**config.mk**
```make
export PLATFORM = sky130hd
export DESIGN_NAME = rvc_frontend
export DESIGN_NICKNAME = d
export VERILOG_FILES = /design/src/rvc_pkg.sv /design/src/fetch_fifo.sv /design/src/inst_aligner.sv /design/src/rvc_expander.sv /design/src/rvc_frontend.sv
export SDC_FILE = /design/constraint.sdc
export NUM_CORES = 1
export LEC_CHECK = 0
export BUFFER_PORTS_ARGS = -buffer_cell sky130_fd_sc_hd__buf_2
export CORE_MARGIN = 2
export CORE_UTILIZATION = 58
export DETAILED_ROUTE_END_ITERATION = 6
export PLACE_DENSITY = 0.81
export SETUP_SLACK_MARGIN = 0.15
export SYNTH_ARGS = -nofsm -noshare
export SYNTH_HDL_FRONTEND = slang
export SYNTH_SLANG_ARGS = --single-unit
```
**constraint.sdc**
```tcl
create_clock -name clk -period 5.7 [get_ports clk]
set_input_delay 1.14 -clock clk [delete_from_list [all_inputs] [get_ports clk]]
set_output_delay 1.14 -clock clk [all_outputs]
set_load 0.02 [all_outputs]
```
**src/rvc_pkg.sv**
```systemverilog
package rvc_pkg;

  localparam int xlen = 32;
  localparam int half_w = 16;
  localparam int fifo_depth = 2;
  localparam int fifo_ptr_w = $clog2(fifo_depth);

  typedef struct packed {
    logic [xlen-1:0] pc;    // Word-aligned fetch address.
    logic [xlen-1:0] data;
  } fetch_word_t;

  // Upper half of bits is zero when the parcel is compressed.
  typedef struct packed {
    logic [xlen-1:0] pc;
    logic [xlen-1:0] bits;
    logic            compressed;
  } parcel_t;

  typedef struct packed {
    logic [xlen-1:0] pc;
    logic [xlen-1:0] inst;
    logic            compressed;
    logic            illegal;
  } inst_t;

  typedef enum logic [4:0] {
    RVC_ADDI, RVC_NOP, RVC_LI, RVC_LUI, RVC_ADDI16SP,
    RVC_LW, RVC_SW,
    RVC_J, RVC_JAL, RVC_BEQZ, RVC_BNEZ,
    RVC_MV, RVC_ADD, RVC_JR, RVC_JALR,
    RVC_SLLI, RVC_SRLI, RVC_SRAI, RVC_ANDI,
    RVC_SUB, RVC_XOR, RVC_OR, RVC_AND,
    RVC_ILLEGAL
  } rvc_op_e;

  typedef enum logic [1:0] {
    AL_LOW,
    AL_HIGH,
    AL_SPLIT
  } align_state_e;

  // Major opcodes of the RV32I forms the expander produces.
  typedef enum logic [6:0] {
    OPC_LOAD   = 7'b0000011,
    OPC_OP_IMM = 7'b0010011,
    OPC_STORE  = 7'b0100011,
    OPC_OP     = 7'b0110011,
    OPC_LUI    = 7'b0110111,
    OPC_BRANCH = 7'b1100011,
    OPC_JALR   = 7'b1100111,
    OPC_JAL    = 7'b1101111
  } rv_opcode_e;

  // Quadrant and funct3 select the group; the rest only separates reserved forms.
  function automatic rvc_op_e rvc_classify(input logic [half_w-1:0] c);
    rvc_op_e op;
    op = RVC_ILLEGAL;
    case ({c[1:0], c[15:13]})
      5'b00_010: op = RVC_LW;
      5'b00_110: op = RVC_SW;
      5'b01_000: op = (c[11:7] == 5'd0) ? RVC_NOP : RVC_ADDI;
      5'b01_001: op = RVC_JAL;
      5'b01_010: op = RVC_LI;
      5'b01_011: begin
        if ({c[12], c[6:2]} != 6'd0) begin
          op = (c[11:7] == 5'd2) ? RVC_ADDI16SP : RVC_LUI;
        end
      end
      5'b01_100: begin
        case (c[11:10])
          2'b00: if (!c[12]) op = RVC_SRLI;  // Shamt bit 5 is reserved on RV32.
          2'b01: if (!c[12]) op = RVC_SRAI;
          2'b10: op = RVC_ANDI;
          default: begin
            if (!c[12]) begin
              case (c[6:5])
                2'b00:   op = RVC_SUB;
                2'b01:   op = RVC_XOR;
                2'b10:   op = RVC_OR;
                default: op = RVC_AND;
              endcase
            end
          end
        endcase
      end
      5'b01_101: op = RVC_J;
      5'b01_110: op = RVC_BEQZ;
      5'b01_111: op = RVC_BNEZ;
      5'b10_000: if (!c[12]) op = RVC_SLLI;
      5'b10_100: begin
        if (!c[12]) begin
          if (c[6:2] != 5'd0) op = RVC_MV;
          else if (c[11:7] != 5'd0) op = RVC_JR;
        end else begin
          if (c[6:2] != 5'd0) op = RVC_ADD;
          else if (c[11:7] != 5'd0) op = RVC_JALR;  // rs1 of zero is EBREAK.
        end
      end
      default: op = RVC_ILLEGAL;
    endcase
    return op;
  endfunction

endpackage
```
**src/fetch_fifo.sv**
```systemverilog
`timescale 1ns/1ps

module fetch_fifo
  import rvc_pkg::*;
(
  input  logic        clk,
  input  logic        rst_n,
  input  logic        flush,
  input  fetch_word_t in_word,
  input  logic        in_valid,
  output logic        in_ready,
  output fetch_word_t head,
  output logic        head_valid,
  input  logic        pop
);

  fetch_word_t           mem [fifo_depth];
  logic [fifo_ptr_w-1:0] rd_ptr;
  logic [fifo_ptr_w-1:0] wr_ptr;
  logic [fifo_ptr_w:0]   count;
  logic                  push;
  logic                  pop_fire;

  // No new words while a redirect is flushing the queue.
  assign in_ready   = (count < fifo_depth) && !flush;
  assign push       = in_valid && in_ready;
  assign pop_fire   = pop && head_valid;
  assign head       = mem[rd_ptr];
  assign head_valid = (count != '0);

  always_ff @(posedge clk) begin
    if (push) begin
      mem[wr_ptr] <= in_word;
    end
  end

  always_ff @(posedge clk) begin
    if (!rst_n || flush) begin
      rd_ptr <= '0;
      wr_ptr <= '0;
      count  <= '0;
    end else begin
      if (push) begin
        wr_ptr <= (wr_ptr == fifo_ptr_w'(fifo_depth - 1)) ? '0 : wr_ptr + 1'b1;
      end
      if (pop_fire) begin
        rd_ptr <= (rd_ptr == fifo_ptr_w'(fifo_depth - 1)) ? '0 : rd_ptr + 1'b1;
      end
      case ({push, pop_fire})
        2'b10:   count <= count + 1'b1;
        2'b01:   count <= count - 1'b1;
        default: count <= count;  // Push and pop together keep the level.
      endcase
    end
  end

endmodule

```
**src/inst_aligner.sv**
```systemverilog
`timescale 1ns/1ps

module inst_aligner
  import rvc_pkg::*;
(
  input  logic            clk,
  input  logic            rst_n,
  input  logic            redirect,
  input  logic [xlen-1:0] redirect_pc,
  input  fetch_word_t     head,
  input  logic            head_valid,
  output logic            pop,
  output parcel_t         parcel,
  output logic            parcel_valid,
  input  logic            parcel_ready
);

  align_state_e      state;
  logic [half_w-1:0] held_half;
  logic [xlen-1:0]   held_pc;
  logic [half_w-1:0] low_half;
  logic [half_w-1:0] high_half;
  logic              low_is_c;
  logic              high_is_c;
  logic [xlen-1:0]   high_pc;
  logic              split_start;
  logic              fire;

  assign low_half  = head.data[half_w-1:0];
  assign high_half = head.data[xlen-1:half_w];
  assign low_is_c  = (low_half[1:0] != 2'b11);
  assign high_is_c = (high_half[1:0] != 2'b11);
  assign high_pc   = head.pc + xlen'(2);
  assign fire      = parcel_valid && parcel_ready;

  // A 32-bit instruction begins in the upper half and needs the next word.
  assign split_start = (state == AL_HIGH) && head_valid && !high_is_c;

  always_comb begin
    parcel_valid      = 1'b0;
    pop               = 1'b0;
    parcel.pc         = head.pc;
    parcel.bits       = head.data;
    parcel.compressed = 1'b0;
    case (state)
      AL_LOW: begin
        parcel_valid = head_valid;
        if (low_is_c) begin
          parcel.bits       = {{half_w{1'b0}}, low_half};
          parcel.compressed = 1'b1;
        end else begin
          pop = head_valid && parcel_ready;  // Whole word is one instruction.
        end
      end
      AL_HIGH: begin
        parcel.pc         = high_pc;
        parcel.bits       = {{half_w{1'b0}}, high_half};
        parcel.compressed = 1'b1;
        if (high_is_c) begin
          parcel_valid = head_valid;
          pop          = head_valid && parcel_ready;
        end else begin
          pop = head_valid;  // Upper half moves into the holding register.
        end
      end
      AL_SPLIT: begin
        parcel_valid = head_valid;
        parcel.pc    = held_pc;
        parcel.bits  = {low_half, held_half};
      end
      default: begin
        parcel_valid = 1'b0;
      end
    endcase
  end

  always_ff @(posedge clk) begin
    if (!rst_n) begin
      state     <= AL_LOW;
      held_half <= '0;
    end else if (redirect) begin
      state     <= redirect_pc[1] ? AL_HIGH : AL_LOW;  // Skip the low half on odd starts.
      held_half <= '0;
    end else begin
      case (state)
        AL_LOW: begin
          if (fire && low_is_c) state <= AL_HIGH;
        end
        AL_HIGH: begin
          if (split_start) begin
            state     <= AL_SPLIT;
            held_half <= high_half;
          end else if (fire) begin
            state <= AL_LOW;
          end
        end
        AL_SPLIT: begin
          if (fire) state <= AL_HIGH;  // The next word's upper half is still unread.
        end
        default: state <= AL_LOW;
      endcase
    end
  end

  always_ff @(posedge clk) begin
    if (split_start) begin
      held_pc <= high_pc;
    end
  end

endmodule

```
**src/rvc_expander.sv**
```systemverilog
`timescale 1ns/1ps

module rvc_expander
  import rvc_pkg::*;
(
  input  logic    clk,
  input  logic    rst_n,
  input  logic    flush,
  input  parcel_t parcel,
  input  logic    parcel_valid,
  output logic    parcel_ready,
  output inst_t   inst_out,
  output logic    inst_valid,
  input  logic    inst_ready
);

  logic [half_w-1:0] c;
  rvc_op_e           op;
  logic [4:0]        rd;
  logic [4:0]        rs2;
  logic [4:0]        rs1_p;
  logic [4:0]        rs2_p;
  logic [4:0]        shamt;
  logic [11:0]       imm6;
  logic [11:0]       sp_off;
  logic [11:0]       lw_off;
  logic [19:0]       lui_imm;
  logic [20:0]       j_off;
  logic [12:0]       b_off;
  logic [xlen-1:0]   expanded;
  inst_t             next_inst;

  function automatic logic [31:0] enc_i(input logic [11:0] imm, input logic [4:0] rs1,
                                        input logic [2:0] f3, input logic [4:0] rd_f,
                                        input rv_opcode_e opc);
    return {imm, rs1, f3, rd_f, opc};
  endfunction

  function automatic logic [31:0] enc_r(input logic [6:0] f7, input logic [4:0] rs2_f,
                                        input logic [4:0] rs1, input logic [2:0] f3,
                                        input logic [4:0] rd_f);
    return {f7, rs2_f, rs1, f3, rd_f, OPC_OP};
  endfunction

  function automatic logic [31:0] enc_s(input logic [11:0] imm, input logic [4:0] rs2_f,
                                        input logic [4:0] rs1, input logic [2:0] f3);
    return {imm[11:5], rs2_f, rs1, f3, imm[4:0], OPC_STORE};
  endfunction

  function automatic logic [31:0] enc_b(input logic [12:0] imm, input logic [4:0] rs2_f,
                                        input logic [4:0] rs1, input logic [2:0] f3);
    return {imm[12], imm[10:5], rs2_f, rs1, f3, imm[4:1], imm[11], OPC_BRANCH};
  endfunction

  function automatic logic [31:0] enc_j(input logic [20:0] imm, input logic [4:0] rd_f);
    return {imm[20], imm[10:1], imm[11], imm[19:12], rd_f, OPC_JAL};
  endfunction

  assign c     = parcel.bits[half_w-1:0];
  assign op    = rvc_classify(c);
  assign rd    = c[11:7];
  assign rs2   = c[6:2];
  assign rs1_p = {2'b01, c[9:7]};  // Three-bit fields address x8 to x15.
  assign rs2_p = {2'b01, c[4:2]};
  assign shamt = c[6:2];

  // Immediates, scrambled in the compressed format, put back in bit order.
  assign imm6    = {{6{c[12]}}, c[12], c[6:2]};
  assign sp_off  = {{2{c[12]}}, c[12], c[4:3], c[5], c[2], c[6], 4'b0000};
  assign lw_off  = {5'b00000, c[5], c[12:10], c[6], 2'b00};
  assign lui_imm = {{14{c[12]}}, c[12], c[6:2]};
  assign j_off   = {{9{c[12]}}, c[12], c[8], c[10:9], c[6], c[7], c[2], c[11], c[5:3], 1'b0};
  assign b_off   = {{4{c[12]}}, c[12], c[6:5], c[2], c[11:10], c[4:3], 1'b0};

  always_comb begin
    case (op)
      RVC_ADDI:     expanded = enc_i(imm6, rd, 3'b000, rd, OPC_OP_IMM);
      RVC_NOP:      expanded = enc_i(12'd0, 5'd0, 3'b000, 5'd0, OPC_OP_IMM);
      RVC_LI:       expanded = enc_i(imm6, 5'd0, 3'b000, rd, OPC_OP_IMM);
      RVC_LUI:      expanded = {lui_imm, rd, OPC_LUI};
      RVC_ADDI16SP: expanded = enc_i(sp_off, 5'd2, 3'b000, 5'd2, OPC_OP_IMM);
      RVC_LW:       expanded = enc_i(lw_off, rs1_p, 3'b010, rs2_p, OPC_LOAD);
      RVC_SW:       expanded = enc_s(lw_off, rs2_p, rs1_p, 3'b010);
      RVC_J:        expanded = enc_j(j_off, 5'd0);
      RVC_JAL:      expanded = enc_j(j_off, 5'd1);  // Links through ra.
      RVC_BEQZ:     expanded = enc_b(b_off, 5'd0, rs1_p, 3'b000);
      RVC_BNEZ:     expanded = enc_b(b_off, 5'd0, rs1_p, 3'b001);
      RVC_MV:       expanded = enc_r(7'b0000000, rs2, 5'd0, 3'b000, rd);
      RVC_ADD:      expanded = enc_r(7'b0000000, rs2, rd, 3'b000, rd);
      RVC_JR:       expanded = enc_i(12'd0, rd, 3'b000, 5'd0, OPC_JALR);
      RVC_JALR:     expanded = enc_i(12'd0, rd, 3'b000, 5'd1, OPC_JALR);
      RVC_SLLI:     expanded = enc_i({7'b0000000, shamt}, rd, 3'b001, rd, OPC_OP_IMM);
      RVC_SRLI:     expanded = enc_i({7'b0000000, shamt}, rs1_p, 3'b101, rs1_p, OPC_OP_IMM);
      RVC_SRAI:     expanded = enc_i({7'b0100000, shamt}, rs1_p, 3'b101, rs1_p, OPC_OP_IMM);
      RVC_ANDI:     expanded = enc_i(imm6, rs1_p, 3'b111, rs1_p, OPC_OP_IMM);
      RVC_SUB:      expanded = enc_r(7'b0100000, rs2_p, rs1_p, 3'b000, rs1_p);
      RVC_XOR:      expanded = enc_r(7'b0000000, rs2_p, rs1_p, 3'b100, rs1_p);
      RVC_OR:       expanded = enc_r(7'b0000000, rs2_p, rs1_p, 3'b110, rs1_p);
      RVC_AND:      expanded = enc_r(7'b0000000, rs2_p, rs1_p, 3'b111, rs1_p);
      default:      expanded = {{half_w{1'b0}}, c};  // Raw half-word goes on for the trap.
    endcase
  end

  always_comb begin
    next_inst.pc         = parcel.pc;
    next_inst.compressed = parcel.compressed;
    if (parcel.compressed) begin
      next_inst.inst    = expanded;
      next_inst.illegal = (op == RVC_ILLEGAL);
    end else begin
      next_inst.inst    = parcel.bits;
      next_inst.illegal = 1'b0;
    end
  end

  assign parcel_ready = !inst_valid || inst_ready;

  always_ff @(posedge clk) begin
    if (!rst_n || flush) begin
      inst_valid <= 1'b0;
    end else if (parcel_valid && parcel_ready) begin
      inst_valid <= 1'b1;
    end else if (inst_ready) begin
      inst_valid <= 1'b0;
    end
  end

  // Loads only on a transfer, so a stalled output stays put.
  always_ff @(posedge clk) begin
    if (parcel_valid && parcel_ready) begin
      inst_out <= next_inst;
    end
  end

endmodule

```
**src/rvc_frontend.sv**
```systemverilog
`timescale 1ns/1ps

module rvc_frontend
  import rvc_pkg::*;
(
  input  logic            clk,
  input  logic            rst_n,
  input  fetch_word_t     fetch_in,
  input  logic            fetch_valid,
  output logic            fetch_ready,
  input  logic            redirect,
  input  logic [xlen-1:0] redirect_pc,
  output inst_t           inst_out,
  output logic            inst_valid,
  input  logic            inst_ready
);

  fetch_word_t head;
  logic        head_valid;
  logic        pop;
  parcel_t     parcel;
  logic        parcel_valid;
  logic        parcel_ready;

  // Two words of slack let the aligner use one word while fetch delivers the next.
  fetch_fifo i_fetch_fifo (
    .clk        (clk),
    .rst_n      (rst_n),
    .flush      (redirect),
    .in_word    (fetch_in),
    .in_valid   (fetch_valid),
    .in_ready   (fetch_ready),
    .head       (head),
    .head_valid (head_valid),
    .pop        (pop)
  );

  inst_aligner i_inst_aligner (
    .clk          (clk),
    .rst_n        (rst_n),
    .redirect     (redirect),
    .redirect_pc  (redirect_pc),
    .head         (head),
    .head_valid   (head_valid),
    .pop          (pop),
    .parcel       (parcel),
    .parcel_valid (parcel_valid),
    .parcel_ready (parcel_ready)
  );

  rvc_expander i_rvc_expander (
    .clk          (clk),
    .rst_n        (rst_n),
    .flush        (redirect),  // Drops an instruction from the old path.
    .parcel       (parcel),
    .parcel_valid (parcel_valid),
    .parcel_ready (parcel_ready),
    .inst_out     (inst_out),
    .inst_valid   (inst_valid),
    .inst_ready   (inst_ready)
  );

endmodule

```
==> impl_metrics.toml <==
[route]
ant_nets = 0
num_vias = 8594
wirelength_um = 28600
viasPerCell = 6.21
route.detailed.wl_per_inst_um = 20.7
drt-pass1-iter-count = 5
drt_iter0_markers = 792
drc = 0

[sta]
worst_pin_slew_ns = 0.963
setup_viol = 0
setup_ws_ns = 0.549
max_freq_mhz = 194
fin_tns_setup_ns = 0
hold_violations = 0
rsz0062_at_grt = "false"
post-route-period-util_pct = 90.4
skew_ns = 0.0107
slew_headroom_pct = 35.8
period_needed_ns = 5.15
final_max_slew_viol_count = 0

[worst_hold_path]
hp-class = "flip-flop to flip-flop"

[placement]
placedCellCount = 1343
dp_hpwl_um = 20000
placed_area_um2 = 12900
io_buffers = 137
gp_congestion = 1.00
post-place-ws_ns = 0.504

[pwr]
combinationalPowerShare_pct = 16.7
swShare_pct = 26.2
p_per_area_nw_per_um2 = 320
clock_power_share_pct = 35.2
p_switching_mw = 1.15
internal-power_mw = 3.22
vdd_drop_max_uv = 316
p_leak_nw = 4.72
seq_power_share_pct = 48.1

[worst_setup_path]
slowest_stage = "o31a_1"
critical_path_class = "flip-flop to flip-flop"
cp-start-kind = "flip-flop"
cp_max_fo = 20
critPathRequiredTime_ns = 5.98
crit_chain = "ha_2, nand2b_1, o221ai_1, nor3_1, and2_0, a21oi_2, or3_1, nor3_1, a211o_1, o31a_1, o21ai_0, o311ai_0"
crit_arrival_ns = 5.43
crit_family = "simple AND/OR/NAND/NOR gates"
critPathBufInv = 0
crit_top_cell = "nor3_1"
end_kind = "flip-flop"
slowest_delay_ns = 0.56

[layout]
fin_cells = 1385
area_delta_synth_final_pct = 15.1
final_cell_mix = "226 x edfxtp_1, 137 x buf_2, 99 x nor2_1, 66 x nand2_1, 56 x mux2i_1"
utilization_pct = 67.7
stdcell_area_um2 = 13600
layout_commonest_cell = "edfxtp_1"
nets = 1208
drive_gt1_share_pct = 22.4

[global_route]
antenna_found_initial = 3
grt_pass1_wl_um = 44700
grt.overflow.total = 0
grt_use_total_pct = 26.3
grt_max_degree = 66
grt_pass1_vias = 8228

[synth]
synth_ff_type = "edfxtp_1"
async_flop_share_pct = 0
synth_top_area_cell = "edfxtp_1"
syn_nets = 1065
synth_top_area_share_pct = 57.2
synth.avg_cell_area_um2 = 12.4
synth_xor_area_share_pct = 2.51
ys_seq_elements = 250
synth_compound_area_share_pct = 14.6
synthAdderAreaFrac_pct = 0.738
syn_inst = 957
yosysUniqueCellTypes = 76
synth_area_um2 = 11900
ys_warn_count = 0
synth_top_family_by_area = "compound AO/OA/AOI/OAI gates"
synth-seq-area-share_pct = 61.3
synth_edf_count = 226
synthMuxAreaShare_pct = 6.37
synth.area.top_cells = "edfxtp_1 57%, mux2i_1 4.7%, dfxtp_1 4.1%"
synthSimpleGateAreaFrac_pct = 12.0

[clock_tree]
post_cts_buffers = 0
clock-sinks = 250
clk_path_buf_depth = 3
cts-resized-gates = 0
path_clk_slew_ns = 0.06
clk_latency_ns = 0.53
clockRootBuffer = "clkbuf_16"
cts_buffers = 25
cts_hold_buf = 0
cts_tree = "yes"
cts_max_level = 1

[die]
initial_core_util_pct = 58.8
fp.dieArea_um2 = 21600
die_y_um = 147
io_pins = 169
design.core.area_um2 = 20200
num_rows = 52
die_x_um = 147

[status]
status = "finished clean"

[job]
drv_cap = 0
## stage by stage
step                      total power, mW  hold slack [ns]
after floorplan                      2.63            0.441
after global placement               2.84            0.451
after detailed placement             2.85            0.464
after CTS                            4.38            0.479
after global routing                 4.52            0.524
final                                4.37            0.482
## cell families (layout without fill, tap and decap cells)
logic type,count (synthesis),count (layout)
xor gates and xnor gates,34,34
buffers and inverters,63,218
and+or+nand+nor,293,293
DFF,250,250
muxes,73,73
adders and majority gates,7,7
other,0,3
AOI/OAI and AO/OA,237,237
## area by class of cell
class	count	area (µm²)
diodes	3	7.51
clock buffers	30	644
clock inverters	9	115
fillers	1499	6520
inverters	13	48.8
multi-input cells	644	4320
flip-flops and latches	250	7270
well taps	270	338
repair buffers	166	903
## power groups by stage
stage          Combinational [mW]  Sequential [mW]  Clock, mW
6_report                    0.730             2.10       1.54
5_1_grt                     0.790             2.10       1.63
4_1_cts                     0.716             2.10       1.56
3_5_place_dp                0.713             2.14          0
3_3_place_gp                0.708             2.13          0
2_1_floorplan               0.463             2.16          0
## registers in the layout (all words and copies together), names as in the netlist, named ones only
register / flops
i_fetch_fifo.count: 2
i_fetch_fifo.mem: 128
i_fetch_fifo.wr_ptr: 1
i_inst_aligner.held_half: 16
i_rvc_expander.inst_out: 66
i_rvc_expander.inst_valid: 1
i_inst_aligner.state: 2
i_inst_aligner.held_pc: 32
i_fetch_fifo.rd_ptr: 1
## cells in the mapped netlist, types with 3 or more instances
| library cell | count |
|---|---|
| edfxtp_1 | 226 |
| nor2_1 | 101 |
| nand2_1 | 66 |
| mux2i_1 | 56 |
| a21oi_1 | 46 |
| o21ai_0 | 36 |
| clkbuf_1 | 28 |
| nand3_1 | 25 |
| o22ai_1 | 25 |
| xnor2_1 | 25 |
| dfxtp_1 | 24 |
| nor3_1 | 22 |
| a211oi_1 | 19 |
| a221oi_1 | 19 |
| mux2_2 | 16 |
| a221o_1 | 15 |
| nor2b_1 | 15 |
| buf_2 | 13 |
| inv_1 | 13 |
| nand3b_1 | 11 |
| o221ai_1 | 10 |
| xor2_1 | 9 |
| ha_1 | 7 |
| nand2b_1 | 7 |
| and3_1 | 6 |
| buf_6 | 6 |
| nor4_1 | 6 |
| o21ai_1 | 6 |
| a32oi_1 | 5 |
| and2_1 | 5 |
| or2_2 | 5 |
| a21o_1 | 4 |
| and3b_1 | 4 |
| nand4_1 | 4 |
| o221a_2 | 4 |
| a2111oi_0 | 3 |
| a211o_1 | 3 |
| a222oi_1 | 3 |
| a22oi_1 | 3 |
| buf_1 | 3 |
| o211ai_1 | 3 |
| o221ai_2 | 3 |
| o31ai_1 | 3 |
| or3_1 | 3 |
## worst min-delay path, delay by kind of cell (launching register included)
family / cells / cell delay [ns]
flip-flops: 1 / 0.33
AND/OR/NAND/NOR: 2 / 0.12
## path summary, 6_finish.rpt
| kind | end | cells after the start | slack, ns | start |
|---|---|---|---|---|
| max | i_rvc_expander.inst_out[24] | 12 | 0.55 | i_inst_aligner.state[0] |
| max reg2reg | i_rvc_expander.inst_out[24] | 12 | 0.55 | i_inst_aligner.state[0] |
| min reg2reg | i_inst_aligner.held_half[0] | 2 | 0.48 | i_inst_aligner.held_half[0] |
| min | i_inst_aligner.held_half[0] | 2 | 0.48 | i_inst_aligner.held_half[0] |
## layer usage
layer | vias up | GRT usage (%) | part of all wire [%]
met5 | - | 0 | 0
met4 | 0 | 8.51 | 3.0
met3 | 68 | 3.76 | 7.6
met2 | 403 | 41.6 | 46
met1 | 4117 | 38.2 | 43
li1 | 4006 | - | -
(Power assumes the default switching activity.)
